File: src/pb_soc_config.svh
// Build-wide constants for the peripheral bus and the SPI master
// Bus widths are fixed at 32 bits, byte masks assume PB_DW is a multiple of 8
// The SPI divider is 8 bits wide, a value of 0 behaves as 1
`ifndef PB_SOC_CONFIG_SVH
`define PB_SOC_CONFIG_SVH

// Bus geometry
`define PB_AW 32                // Address width
`define PB_DW 32                // Data width

// Address map, decoded from the top address byte
//   0x80xx_xxxx  SPI master
//   others       null responder, err set
`define PB_DECODE_BITS 8        // Top bits looked at by the router
`define PB_SPI_BASE 8'h80       // SPI master window

// SPI master
`define SPI_XFER_BITS 8         // Bits per transfer
`define SPI_DIV_RESET 8'd2      // CPU cycles per SCK half-period after reset

`endif

File: src/pb_bus_pkg.sv
// Types of the uncached peripheral bus
// A channel is valid/ready; a request with an all-zero mask is a read
// err in a response is only raised for unmapped addresses
`include "pb_soc_config.svh"

package pb_bus_pkg;

   // A channel payload, master to device
   typedef struct packed {
      logic [`PB_AW-1:0]   addr;       // Byte address
      logic [`PB_DW-1:0]   wdata;      // Write data
      logic [`PB_DW/8-1:0] wmsk;       // Byte enables, zero means read
   } pb_req_t;

   // B channel payload, device to master
   typedef struct packed {
      logic [`PB_DW-1:0]   rdata;      // Read data, zero on writes
      logic                err;        // Unmapped access
   } pb_rsp_t;

   // Decoded device behind the router
   typedef enum logic {
      TGT_NULL = 1'b0,                 // Unmapped window
      TGT_SPI  = 1'b1                  // SPI master window
   } pb_target_e;

endpackage

File: src/spi_pkg.sv
// Types of the SPI master controller
// Register select comes from address bits 3:2 of the bus request

package spi_pkg;

   // Register map, word aligned
   typedef enum logic [1:0] {
      SPI_REG_DATA   = 2'd0,           // 0x0 tx on write, rx on read
      SPI_REG_STATUS = 2'd1,           // 0x4 bit 0 busy
      SPI_REG_CTRL   = 2'd2,           // 0x8 divider and CS
      SPI_REG_NONE   = 2'd3            // 0xC reads zero
   } spi_reg_e;

   // Shift engine
   typedef enum logic {
      SPI_IDLE  = 1'b0,
      SPI_SHIFT = 1'b1
   } spi_state_e;

endpackage

File: src/pb_router.sv
// Peripheral bus router, one outstanding request at a time
// Decode and steering are combinational, so no cycles are added
// Unmapped requests get err=1 and zero data one cycle after acceptance
`timescale 1ns/10ps
`include "pb_soc_config.svh"

module pb_router
   import pb_bus_pkg::*;
(
   input  logic    CPU_CLK,
   input  logic    rst_sync_l,
   // Master side
   input  logic    m_a_valid,
   input  pb_req_t m_a,
   output logic    m_a_ready,
   output logic    m_b_valid,
   output pb_rsp_t m_b,
   input  logic    m_b_ready,
   // SPI master side
   output logic    s_a_valid,
   output pb_req_t s_a,
   input  logic    s_a_ready,
   input  logic    s_b_valid,
   input  pb_rsp_t s_b,
   output logic    s_b_ready
);

   localparam int ATOP = `PB_AW - 1;

   // Fixed answer of the null responder
   localparam pb_rsp_t NULL_RSP = '{rdata: '0, err: 1'b1};

   pb_target_e tgt_dec;                // Target of the request on A
   pb_target_e tgt_q;                  // Target of the outstanding request
   logic       pend_q;                 // Accepted, response not yet taken
   logic       null_vld_q;             // Null responder B valid
   logic       a_fire;
   logic       b_fire;

   // Address decode on the top byte
   assign tgt_dec = (m_a.addr[ATOP -: `PB_DECODE_BITS] == `PB_SPI_BASE) ?
                    TGT_SPI : TGT_NULL;

   // A channel steering
   assign s_a       = m_a;                                     // Payload to SPI as is
   assign s_a_valid = m_a_valid && !pend_q && (tgt_dec == TGT_SPI);
   assign m_a_ready = !pend_q &&
                      ((tgt_dec == TGT_NULL) || s_a_ready);    // Null always takes it
   assign a_fire    = m_a_valid && m_a_ready;

   // B channel return, selected by the remembered target
   assign m_b_valid = (tgt_q == TGT_SPI) ? s_b_valid : null_vld_q;
   assign m_b       = (tgt_q == TGT_SPI) ? s_b : NULL_RSP;
   assign s_b_ready = m_b_ready && (tgt_q == TGT_SPI);
   assign b_fire    = m_b_valid && m_b_ready;

   // Outstanding request tracking
   always_ff @(posedge CPU_CLK or negedge rst_sync_l) begin
      if (!rst_sync_l) begin
         pend_q     <= 1'b0;
         tgt_q      <= TGT_NULL;
         null_vld_q <= 1'b0;
      end else begin
         if (a_fire) begin
            pend_q     <= 1'b1;                    // Blocks A until B is taken
            tgt_q      <= tgt_dec;
            null_vld_q <= (tgt_dec == TGT_NULL);   // Null answers next cycle
         end else if (b_fire) begin
            pend_q     <= 1'b0;
            null_vld_q <= 1'b0;
         end
      end
   end

endmodule

File: src/pb_soc.sv
// Peripheral half of the SoC, reached through the uncached data bus port
// Map: 0x80xx_xxxx is the SPI master, every other window is unmapped
// RST_L may be asynchronous, it is released 2 CPU_CLK cycles after it rises
`timescale 1ns/10ps

module pb_soc
   import pb_bus_pkg::*;
(
   input  logic    CPU_CLK,
   input  logic    RST_L,
   // Master port
   input  logic    m_a_valid,
   input  pb_req_t m_a,
   output logic    m_a_ready,
   output logic    m_b_valid,
   output pb_rsp_t m_b,
   input  logic    m_b_ready,
   // SPI pins
   output logic    spi_sck,
   output logic    spi_cs_l,
   output logic    spi_mosi,
   input  logic    spi_miso
);

   logic [1:0] rst_sync_q;             // Reset synchronizer chain
   logic       rst_sync_l;
   logic       s_a_valid;
   pb_req_t    s_a;
   logic       s_a_ready;
   logic       s_b_valid;
   pb_rsp_t    s_b;
   logic       s_b_ready;

   // Async assert, sync release
   always_ff @(posedge CPU_CLK or negedge RST_L) begin
      if (!RST_L) begin
         rst_sync_q <= 2'b00;
      end else begin
         rst_sync_q <= {rst_sync_q[0], 1'b1};
      end
   end
   assign rst_sync_l = rst_sync_q[1];

   pb_router u_router (
      .CPU_CLK    (CPU_CLK),
      .rst_sync_l (rst_sync_l),
      .m_a_valid  (m_a_valid),
      .m_a        (m_a),
      .m_a_ready  (m_a_ready),
      .m_b_valid  (m_b_valid),
      .m_b        (m_b),
      .m_b_ready  (m_b_ready),
      .s_a_valid  (s_a_valid),
      .s_a        (s_a),
      .s_a_ready  (s_a_ready),
      .s_b_valid  (s_b_valid),
      .s_b        (s_b),
      .s_b_ready  (s_b_ready)
   );

   pb_spi_master u_spi (
      .CPU_CLK    (CPU_CLK),
      .rst_sync_l (rst_sync_l),
      .s_a_valid  (s_a_valid),
      .s_a        (s_a),
      .s_a_ready  (s_a_ready),
      .s_b_valid  (s_b_valid),
      .s_b        (s_b),
      .s_b_ready  (s_b_ready),
      .spi_sck    (spi_sck),
      .spi_cs_l   (spi_cs_l),
      .spi_mosi   (spi_mosi),
      .spi_miso   (spi_miso)
   );

endmodule

File: src/pb_spi_master.sv
// SPI master on the peripheral bus, mode 0, MSB first
// Registers at +0x0 DATA, +0x4 STATUS, +0x8 CTRL, +0xC unused
// A DATA write during a transfer is stalled on A until the engine is idle
// SCK is forced low while CS is deasserted, the engine still runs
// B response is registered, one cycle after acceptance, err always 0
`timescale 1ns/10ps
`include "pb_soc_config.svh"

module pb_spi_master
   import pb_bus_pkg::*;
   import spi_pkg::*;
(
   input  logic    CPU_CLK,
   input  logic    rst_sync_l,
   // Bus side
   input  logic    s_a_valid,
   input  pb_req_t s_a,
   output logic    s_a_ready,
   output logic    s_b_valid,
   output pb_rsp_t s_b,
   input  logic    s_b_ready,
   // SPI pins
   output logic    spi_sck,
   output logic    spi_cs_l,
   output logic    spi_mosi,
   input  logic    spi_miso
);

   localparam int DW  = `PB_DW;
   localparam int XB  = `SPI_XFER_BITS;
   localparam int BCW = $clog2(XB);

   spi_reg_e       reg_sel;            // Register addressed on A
   spi_state_e     state_q;
   logic           is_wr;              // Any byte enabled
   logic           data_wr;            // Write to DATA on A
   logic           a_fire;
   logic           busy;
   logic           half_end;           // Last cycle of an SCK half-period
   logic           last_bit;           // Final bit of the transfer
   logic [7:0]     div_q;              // CTRL[7:0]
   logic           cs_en_q;            // CTRL[8]
   logic [7:0]     cnt_q;              // Cycles within half-period
   logic [BCW-1:0] bit_q;              // Bits shifted so far
   logic           sck_q;
   logic [XB-1:0]  tx_q;               // MSB drives MOSI
   logic [XB-1:0]  rx_q;
   logic [XB-1:0]  rx_byte_q;          // Last complete rx byte
   logic           b_vld_q;
   pb_rsp_t        rsp_q;
   logic [DW-1:0]  rd_data;

   assign reg_sel  = spi_reg_e'(s_a.addr[3:2]);
   assign is_wr    = |s_a.wmsk;
   assign data_wr  = is_wr && (reg_sel == SPI_REG_DATA);
   assign busy     = (state_q == SPI_SHIFT);
   assign half_end = ({1'b0, cnt_q} + 9'd1) >= {1'b0, div_q};   // Div 0 acts as 1
   assign last_bit = (bit_q == BCW'(XB - 1));

   // One outstanding response, DATA write waits for idle
   assign s_a_ready = !b_vld_q && !(data_wr && busy);
   assign a_fire    = s_a_valid && s_a_ready;

   assign s_b_valid = b_vld_q;
   assign s_b       = rsp_q;

   // Pins
   assign spi_cs_l = !cs_en_q;
   assign spi_sck  = sck_q && cs_en_q;   // Idle low outside CS
   assign spi_mosi = tx_q[XB-1];

   // Read mux
   always_comb begin
      case (reg_sel)
         SPI_REG_DATA:   rd_data = DW'(rx_byte_q);
         SPI_REG_STATUS: rd_data = DW'(busy);
         SPI_REG_CTRL:   rd_data = DW'({cs_en_q, div_q});
         default:        rd_data = '0;     // NONE
      endcase
   end

   // CTRL register and B valid
   always_ff @(posedge CPU_CLK or negedge rst_sync_l) begin
      if (!rst_sync_l) begin
         div_q   <= `SPI_DIV_RESET;
         cs_en_q <= 1'b0;
         b_vld_q <= 1'b0;
      end else begin
         if (a_fire && is_wr && (reg_sel == SPI_REG_CTRL)) begin
            if (s_a.wmsk[0]) div_q <= s_a.wdata[7:0];    // Byte 0
            if (s_a.wmsk[1]) cs_en_q <= s_a.wdata[8];    // Byte 1
         end
         if (a_fire) begin
            b_vld_q <= 1'b1;
         end else if (s_b_ready) begin
            b_vld_q <= 1'b0;
         end
      end
   end

   // Shift engine
   always_ff @(posedge CPU_CLK or negedge rst_sync_l) begin
      if (!rst_sync_l) begin
         state_q <= SPI_IDLE;
         cnt_q   <= '0;
         bit_q   <= '0;
         sck_q   <= 1'b0;
         tx_q    <= '0;
      end else begin
         case (state_q)
            SPI_IDLE: begin
               if (a_fire && data_wr) begin
                  state_q <= SPI_SHIFT;
                  cnt_q   <= '0;
                  bit_q   <= '0;
                  tx_q    <= s_a.wdata[XB-1:0];    // MSB out before first rise
               end
            end
            SPI_SHIFT: begin
               if (!half_end) begin
                  cnt_q <= cnt_q + 8'd1;
               end else begin
                  cnt_q <= '0;
                  sck_q <= !sck_q;
                  if (sck_q) begin                 // Falling edge
                     tx_q  <= {tx_q[XB-2:0], 1'b0};
                     bit_q <= bit_q + 1'b1;
                     if (last_bit) state_q <= SPI_IDLE;
                  end
               end
            end
         endcase
      end
   end

   // Receive path and response payload
   always_ff @(posedge CPU_CLK) begin
      if (busy && half_end && !sck_q) begin
         rx_q <= {rx_q[XB-2:0], spi_miso};         // Sample on rising SCK
      end
      if (busy && half_end && sck_q && last_bit) begin
         rx_byte_q <= rx_q;
      end
      if (a_fire) begin
         rsp_q.rdata <= is_wr ? '0 : rd_data;      // Writes return zero
         rsp_q.err   <= 1'b0;
      end
   end

endmodule

File: config.mk
export PLATFORM = sky130hd
export DESIGN_NAME = pb_soc
export DESIGN_NICKNAME = d
export VERILOG_FILES = /design/src/pb_bus_pkg.sv /design/src/spi_pkg.sv /design/src/pb_router.sv /design/src/pb_soc.sv /design/src/pb_spi_master.sv
export VERILOG_INCLUDE_DIRS = /design/src
export SDC_FILE = /design/constraint.sdc
export NUM_CORES = 1
export LEC_CHECK = 0
export ABC_AREA = 1
export BUFFER_PORTS_ARGS = -buffer_cell sky130_fd_sc_hd__buf_2
export CORE_UTILIZATION = 45
export DETAILED_ROUTE_END_ITERATION = 10
export MAX_ROUTING_LAYER = met4
export PLACE_DENSITY = 0.76
export SLEW_MARGIN = 5
export SYNTH_ARGS = -nofsm -noshare
export SYNTH_HDL_FRONTEND = slang
export SYNTH_SLANG_ARGS = --single-unit
export TNS_END_PERCENT = 10
File: constraint.sdc
create_clock -name CPU_CLK -period 1.5 [get_ports CPU_CLK]
set_input_delay 0.15 -clock CPU_CLK [delete_from_list [all_inputs] [get_ports CPU_CLK]]
set_output_delay 0.15 -clock CPU_CLK [all_outputs]
set_load 0.01 [all_outputs]
==> flow_summary.json, run 1 <==
{
  "path_cells": "ha_4, nand3_4, xor2_2, ha_1, nand2_1, nor2_1, nand2_1, nand3_1, nand2_1, nand2_1, nand2_2, nand2_4, nand2_4, nor2_4",
  "antenna_left": 0,
  "vias": 2445,
  "yosys_warnings": 0,
  "antenna_cells": 0,
  "ir_drop_mv": 0.907,
  "grt_antenna_before_repair": 0,
  "fmax_ghz": 0.428,
  "finalMaxSlewViolations": 0,
  "synth-compound-area-share_pct": 7.59,
  "seq_area_frac_synth_pct": 51.1,
  "path_delay_family": "simple AND/OR/NAND/NOR gates",
  "cts_made_buffers": 9,
  "cts.sinks": 61,
  "io_pins": 111,
  "period_minus_slack_ps": 2340,
  "die_h_um": 86.8,
  "clock_latency_ps": 350,
  "violations": "negative setup slack",
  "root_buffer": "clkbuf_8",
  "min_to": "u_spi.div_q[1]",
  "avgSynthCellArea_um2": 9.26,
  "total_power_uw": 5050,
  "cts_tree": "built",
  "num_rows": 30,
  "via_per_inst": 4.59,
  "coreArea_mm2": 0.00687,
  "overflow": 0,
  "synth_edf_count": 25,
  "synth_area_mm2": 0.00323,
  "ys.flop_type": "dfrtp_1",
  "start_util_pct": 47.1,
  "rr_worst_depth": 14,
  "clk_pin_slew_ps": 70,
  "cp_max_fo": 8,
  "die_w_um": 86.8,
  "outcome": "finished, violations left",
  "cp.required_ps": 1540,
  "hold_class": "in -> reg",
  "drt_pass1_iterations": 4,
  "cp_slowest_stage_delay_ps": 430,
  "synth_top_family_by_area": "simple AND/OR/NAND/NOR gates",
  "reg2reg_from": "u_spi.cnt_q[1]",
  "arrival_ps": 2380,
  "clockBufferDepth": 2,
  "wl_per_cell_um": 11.9,
  "path_class": "reg -> reg",
  "synthXorXnorAreaFrac_pct": 1.35,
  "syn_to_final_growth_pct": 23.2,
  "hold_start": "m_a[5]",
  "final.setup.tns_ps": -29950,
  "rsz0062_at_grt": "true",
  "async_reset_ff_share_pct": 59.0,
  "reg2reg_slack_ps": -840,
  "final_common_cell": "nand2_1",
  "drc": 0,
  "die_area_mm2": 0.00753,
  "worstSetupEndpointType": "flip-flop",
  "fin_ws_ps": -837,
  "fin_nets": 516,
  "crit_path_start_kind": "flip-flop",
  "gp_congestion": 0.913,
  "synth_simple_gate_area_share_pct": 21.9,
  "hold_viol": 0,
  "cp_common_cell": "nand2_1",
  "drt-initial-drc-count": 114,
  "hpwl_mm": 4.69,
  "power_leakage_uw": 0.00199,
  "setup_viol": 42,
  "grt_pass1_vias": 2252,
  "grt_pass1_wl_mm": 10.6,
  "cts.htree.levels": 3,
  "layout_worst_path_cycle_share_pct": 156,
  "mostFrequentLayoutCells": "nand2_1 (87), inv_1 (47), buf_2 (42), buf_4 (35), dfrtp_1 (34)",
  "final_layout_size_suffix_gt1_share_pct": 34.3,
  "slowest_stage": "dfrtp_1",
  "yosysUniqueCellTypes": 38,
  "grt_max_degree": 35,
  "reg2reg_to": "u_spi.rx_q[4]",
  "synth-seq-cells": 61,
  "wl_mm": 6.36,
  "pre_cts_slack_ps": -846,
  "syn_inst": 349,
  "worstPathBufferInverterCount": 0,
  "synth-adder-area-share_pct": 4.26,
  "portBuffers": 42,
  "power.density_mw_per_mm2": 1270,
  "groute.usage.overall_pct": 19.4,
  "clock_skew_ps": 10.5,
  "synthMuxAreaShare_pct": 0,
  "maxCapViolations": 0,
  "holdPathStages": 3
}
==> through the flow <==
stage	hold WS [ps]	area (um2)	util, %	std cells
detailed placement	-59.5	3650	53.2	507
CTS	46.1	3920	57.0	530
finish	48.7	3980	58.0	533
global placement	-65.3	3650	53.2	507
floorplan	-146	3350	-	371
global route	69.3	3980	58.0	533
==> worst max-delay path by stage <==
stage,slack (ps),depth (start not counted),end,start
floorplan,-710,14,u_spi.rx_q[0],u_spi.cnt_q[0]
global placement,-740,14,u_spi.rx_q[7],u_spi.cnt_q[1]
detailed placement,-850,14,u_spi.rx_q[4],u_spi.cnt_q[0]
CTS,-810,14,u_spi.rx_q[2],u_spi.cnt_q[0]
global route,-990,14,u_spi.rx_q[1],u_spi.cnt_q[1]
finish,-840,14,u_spi.rx_q[4],u_spi.cnt_q[1]
==> sequential cells by signal, summed over array words and instances, names as in the netlist, 2 cells and up <==
register         count
u_spi.bit_q          3
u_spi.cnt_q          8
u_spi.tx_q           8
u_spi.div_q          8
u_spi.rx_q           8
u_spi.s_b            9
u_spi.rx_byte_q      8
rst_sync_q           2
==> cell type report <==
cell class / instances / area [um2]
sequential: 61 / 1650
multi-input combinational: 227 / 1320
tap: 96 / 120
clock inverter: 7 / 48.8
clock buffer: 9 / 124
inverter: 52 / 198
timing repair buffer: 81 / 515
fill: 600 / 2890
==> repair_timing <==
item	in CTS	in global routing
setup endpoints to repair	45	55
hold buffers	2	0
hold endpoints to repair	3	0
pin swaps	8	15
setup buffers	5	3
resized for setup	9	11
==> synthesized netlist by cell type (2+ instances only) <==
cell type,count,area [um2]
dfrtp_1,35,876
a21oi_1,12,60.1
conb_1,2,7.51
ha_1,11,138
inv_2,2,7.51
o21ai_2,8,70.1
nand2_1,92,345
nor2_1,12,45.0
nor2_2,2,12.5
inv_1,49,184
o21ai_0,12,60.1
nand4_1,12,75.1
o22ai_1,3,18.8
buf_4,23,173
clkbuf_1,4,15.0
nand2_2,15,93.8
edfxtp_1,25,751
xor2_1,5,43.8
o21ai_1,2,10.0
nand3_1,5,25.0
==> routing by layer <==
layer  vias to the layer above  GRT usage [%]  routed length [um]
met5                         -              -                   0
li1                       1233              -                   -
met1                      1116           25.0                2790
met3                        10           2.57                 347
met2                        86           30.6                3120
met4                         0           8.64                 111
==> where the power goes <==
group	switching, uW	internal [uW]
Sequential	209	2110
Clock	681	603
Combinational	892	551
==> tightest hold or removal path: stages <==
cell     delay, ps
buf_2           90
inv_1           80
o21ai_2         60
==> cells by family after synthesis <==
kind of cell / Yosys count
flip-flops: 61
other: 2
XOR/XNOR: 5
adder cells (fa/ha/maj): 11
AND/OR/NAND/NOR: 147
AO/OA/AOI/OAI: 40
buffers and inverters: 83
Note: power is estimated with default switching activity, not from simulation.
==> inputs of run 2 (changes only) <==
Settings changed: BUFFER_PORTS_ARGS -buffer_cell sky130_fd_sc_hd__buf_2 to not set, DONT_BUFFER_PORTS set to 1, PLACE_DENSITY 0.76 to 0.59.
==> flow_summary.json, run 2 (same netlist as run 1, synthesis figures left out) <==
{
  "crit_path_start_kind": "flip-flop",
  "use_met3_pct": 4.86,
  "drc": 0,
  "outcome": "finished, violations left",
  "pre_cts_slack_ps": -830,
  "cts_made_buffers": 9,
  "vias": 2294,
  "drt-initial-drc-count": 114,
  "final_area_mm2": 0.00389,
  "die_w_um": 86.8,
  "ir_drop_mv": 0.935,
  "gp_congestion": 0.814,
  "multiInputGateArea_mm2": 0.00134,
  "clock_latency_ps": 340,
  "via_per_inst": 4.61,
  "clk_pin_slew_ps": 70,
  "path_class": "reg -> reg",
  "grt_pass1_wl_mm": 10.4,
  "met1_usage_pct": 24.1,
  "cp_common_cell": "nand2_1",
  "cts.sinks": 61,
  "grt_busiest_layer": "met2",
  "io_pins": 111,
  "antenna_cells": 0,
  "maxCapViolations": 0,
  "final_layout_size_suffix_gt1_share_pct": 25.6,
  "worstSetupEndpointType": "flip-flop",
  "hold_viol": 0,
  "violations": "negative setup slack",
  "cp_slowest_stage_delay_ps": 410,
  "coreArea_mm2": 0.00687,
  "cp_max_fo": 8,
  "fin_ws_ps": -779,
  "start_util_pct": 47.1,
  "grt_util_met2_pct": 29.5,
  "cts_tree": "built",
  "root_buffer": "clkbuf_8",
  "fmax_ghz": 0.439,
  "groute.usage.overall_pct": 19.3,
  "arrival_ps": 2320,
  "die_h_um": 86.8,
  "syn_to_final_growth_pct": 20.3,
  "clock_skew_ps": 10.8,
  "finalMaxSlewViolations": 0,
  "slowest_stage": "dfrtp_1",
  "post_dp_cell_area_mm2": 0.00348,
  "layout_worst_path_cycle_share_pct": 152,
  "drt_pass1_iterations": 4,
  "fin_util_pct": 56.6,
  "antenna_left": 0,
  "final_common_cell": "nand2_1",
  "mostFrequentLayoutCells": "nand2_1 (88), inv_1 (48), dfrtp_1 (34), buf_4 (32), edfxtp_1 (25)",
  "power.density_mw_per_mm2": 1340,
  "fin_nets": 481,
  "portBuffers": 0,
  "grt_max_degree": 27,
  "grt_pass1_vias": 2156,
  "num_rows": 30,
  "largest_reg_flops": 9,
  "overflow": 0,
  "path_cells": "ha_4, nand3_4, xor2_2, ha_1, nand2_1, nor2_1, nand2_1, nand3_1, nand2_1, nand2_1, nand2_2, nand2_4, nand2_4, nor2_4",
  "fill_cells": 626,
  "hold_class": "in -> reg",
  "wl_per_cell_um": 12.8,
  "wl_mm": 6.37,
  "cts.htree.levels": 3,
  "worstPathBufferInverterCount": 0,
  "seq_area_mm2": 0.00165,
  "cp.required_ps": 1540,
  "power_leakage_uw": 0.00184,
  "clockBufferDepth": 2,
  "path_delay_family": "simple AND/OR/NAND/NOR gates",
  "period_minus_slack_ps": 2280,
  "whs_ps": 12.3,
  "grt_antenna_before_repair": 0,
  "rsz0062_at_grt": "true",
  "die_area_mm2": 0.00753,
  "setup_viol": 43,
  "hpwl_mm": 4.76
}
## run 2: changes by cell type in the layout (fill, tap and decap cells not counted), moves of 2 or more
cell / before / now
buf_2: 42 / 0
dlygate4sd3_1: 2 / 12
buf_4: 35 / 32
buf_6: 2 / 0
nand3_2: 2 / 0
nor2_2: 3 / 5
## run 2: metal layers
layer | vias up | part of all wire [%]
li1 | 1165 | -
met1 | 1045 | 46
met2 | 70 | 47
met3 | 14 | 5.1
met4 | 0 | 1.9
met5 | - | 0
## run 2: metrics by stage
stage                     TNS, ps  total power [uW]  std cells
after floorplan            -21600              3420        371
after global placement     -26190              3650        468
after detailed placement   -28550              3690        468
after CTS                  -26610              5270        498
after global routing       -32200              5550        498
final                      -24840              5220        498
## run 2: final timing paths
path	from	endpoint	slack [ps]	cells after the start
worst max-delay path	u_spi.cnt_q[1]	u_spi.rx_q[3]	-780	14
worst min-delay path	m_a[6]	u_spi.div_q[2]	10	2
worst max register to register	u_spi.cnt_q[1]	u_spi.rx_q[3]	-780	14
worst min register to register	rst_sync_q[1]	u_spi.cs_en_q	180	0
max in group asynchronous	rst_sync_q[1]	u_spi.div_q[1]	760	1
min in group asynchronous	RST_L	rst_sync_q[0]	30	1
## run 2: cell type report
class / count / area share (%)
Sequential cell: 61 / 42.5
Multi-Input combinational cell: 228 / 34.4
Timing Repair Buffer: 45 / 9.78
Inverter: 52 / 5.08
Clock buffer: 9 / 3.18
Tap cell: 96 / 3.09
Clock inverter: 7 / 1.90
## run 2: where the power goes
group	leakage, uW	switching (uW)	internal [uW]	total [uW]
Combinational	0.00105	900	529	1430
Clock	0.0000996	683	771	1450
Sequential	0.000694	221	2110	2330
## run 2: repair_timing
action	CTS	global route
hold buffers	12	0
endpoints found under the setup margin	45	56
pin swaps	10	9
cloned	1	0
setup buffers	1	0
hold endpoints to repair	13	0
gates resized for setup	11	6
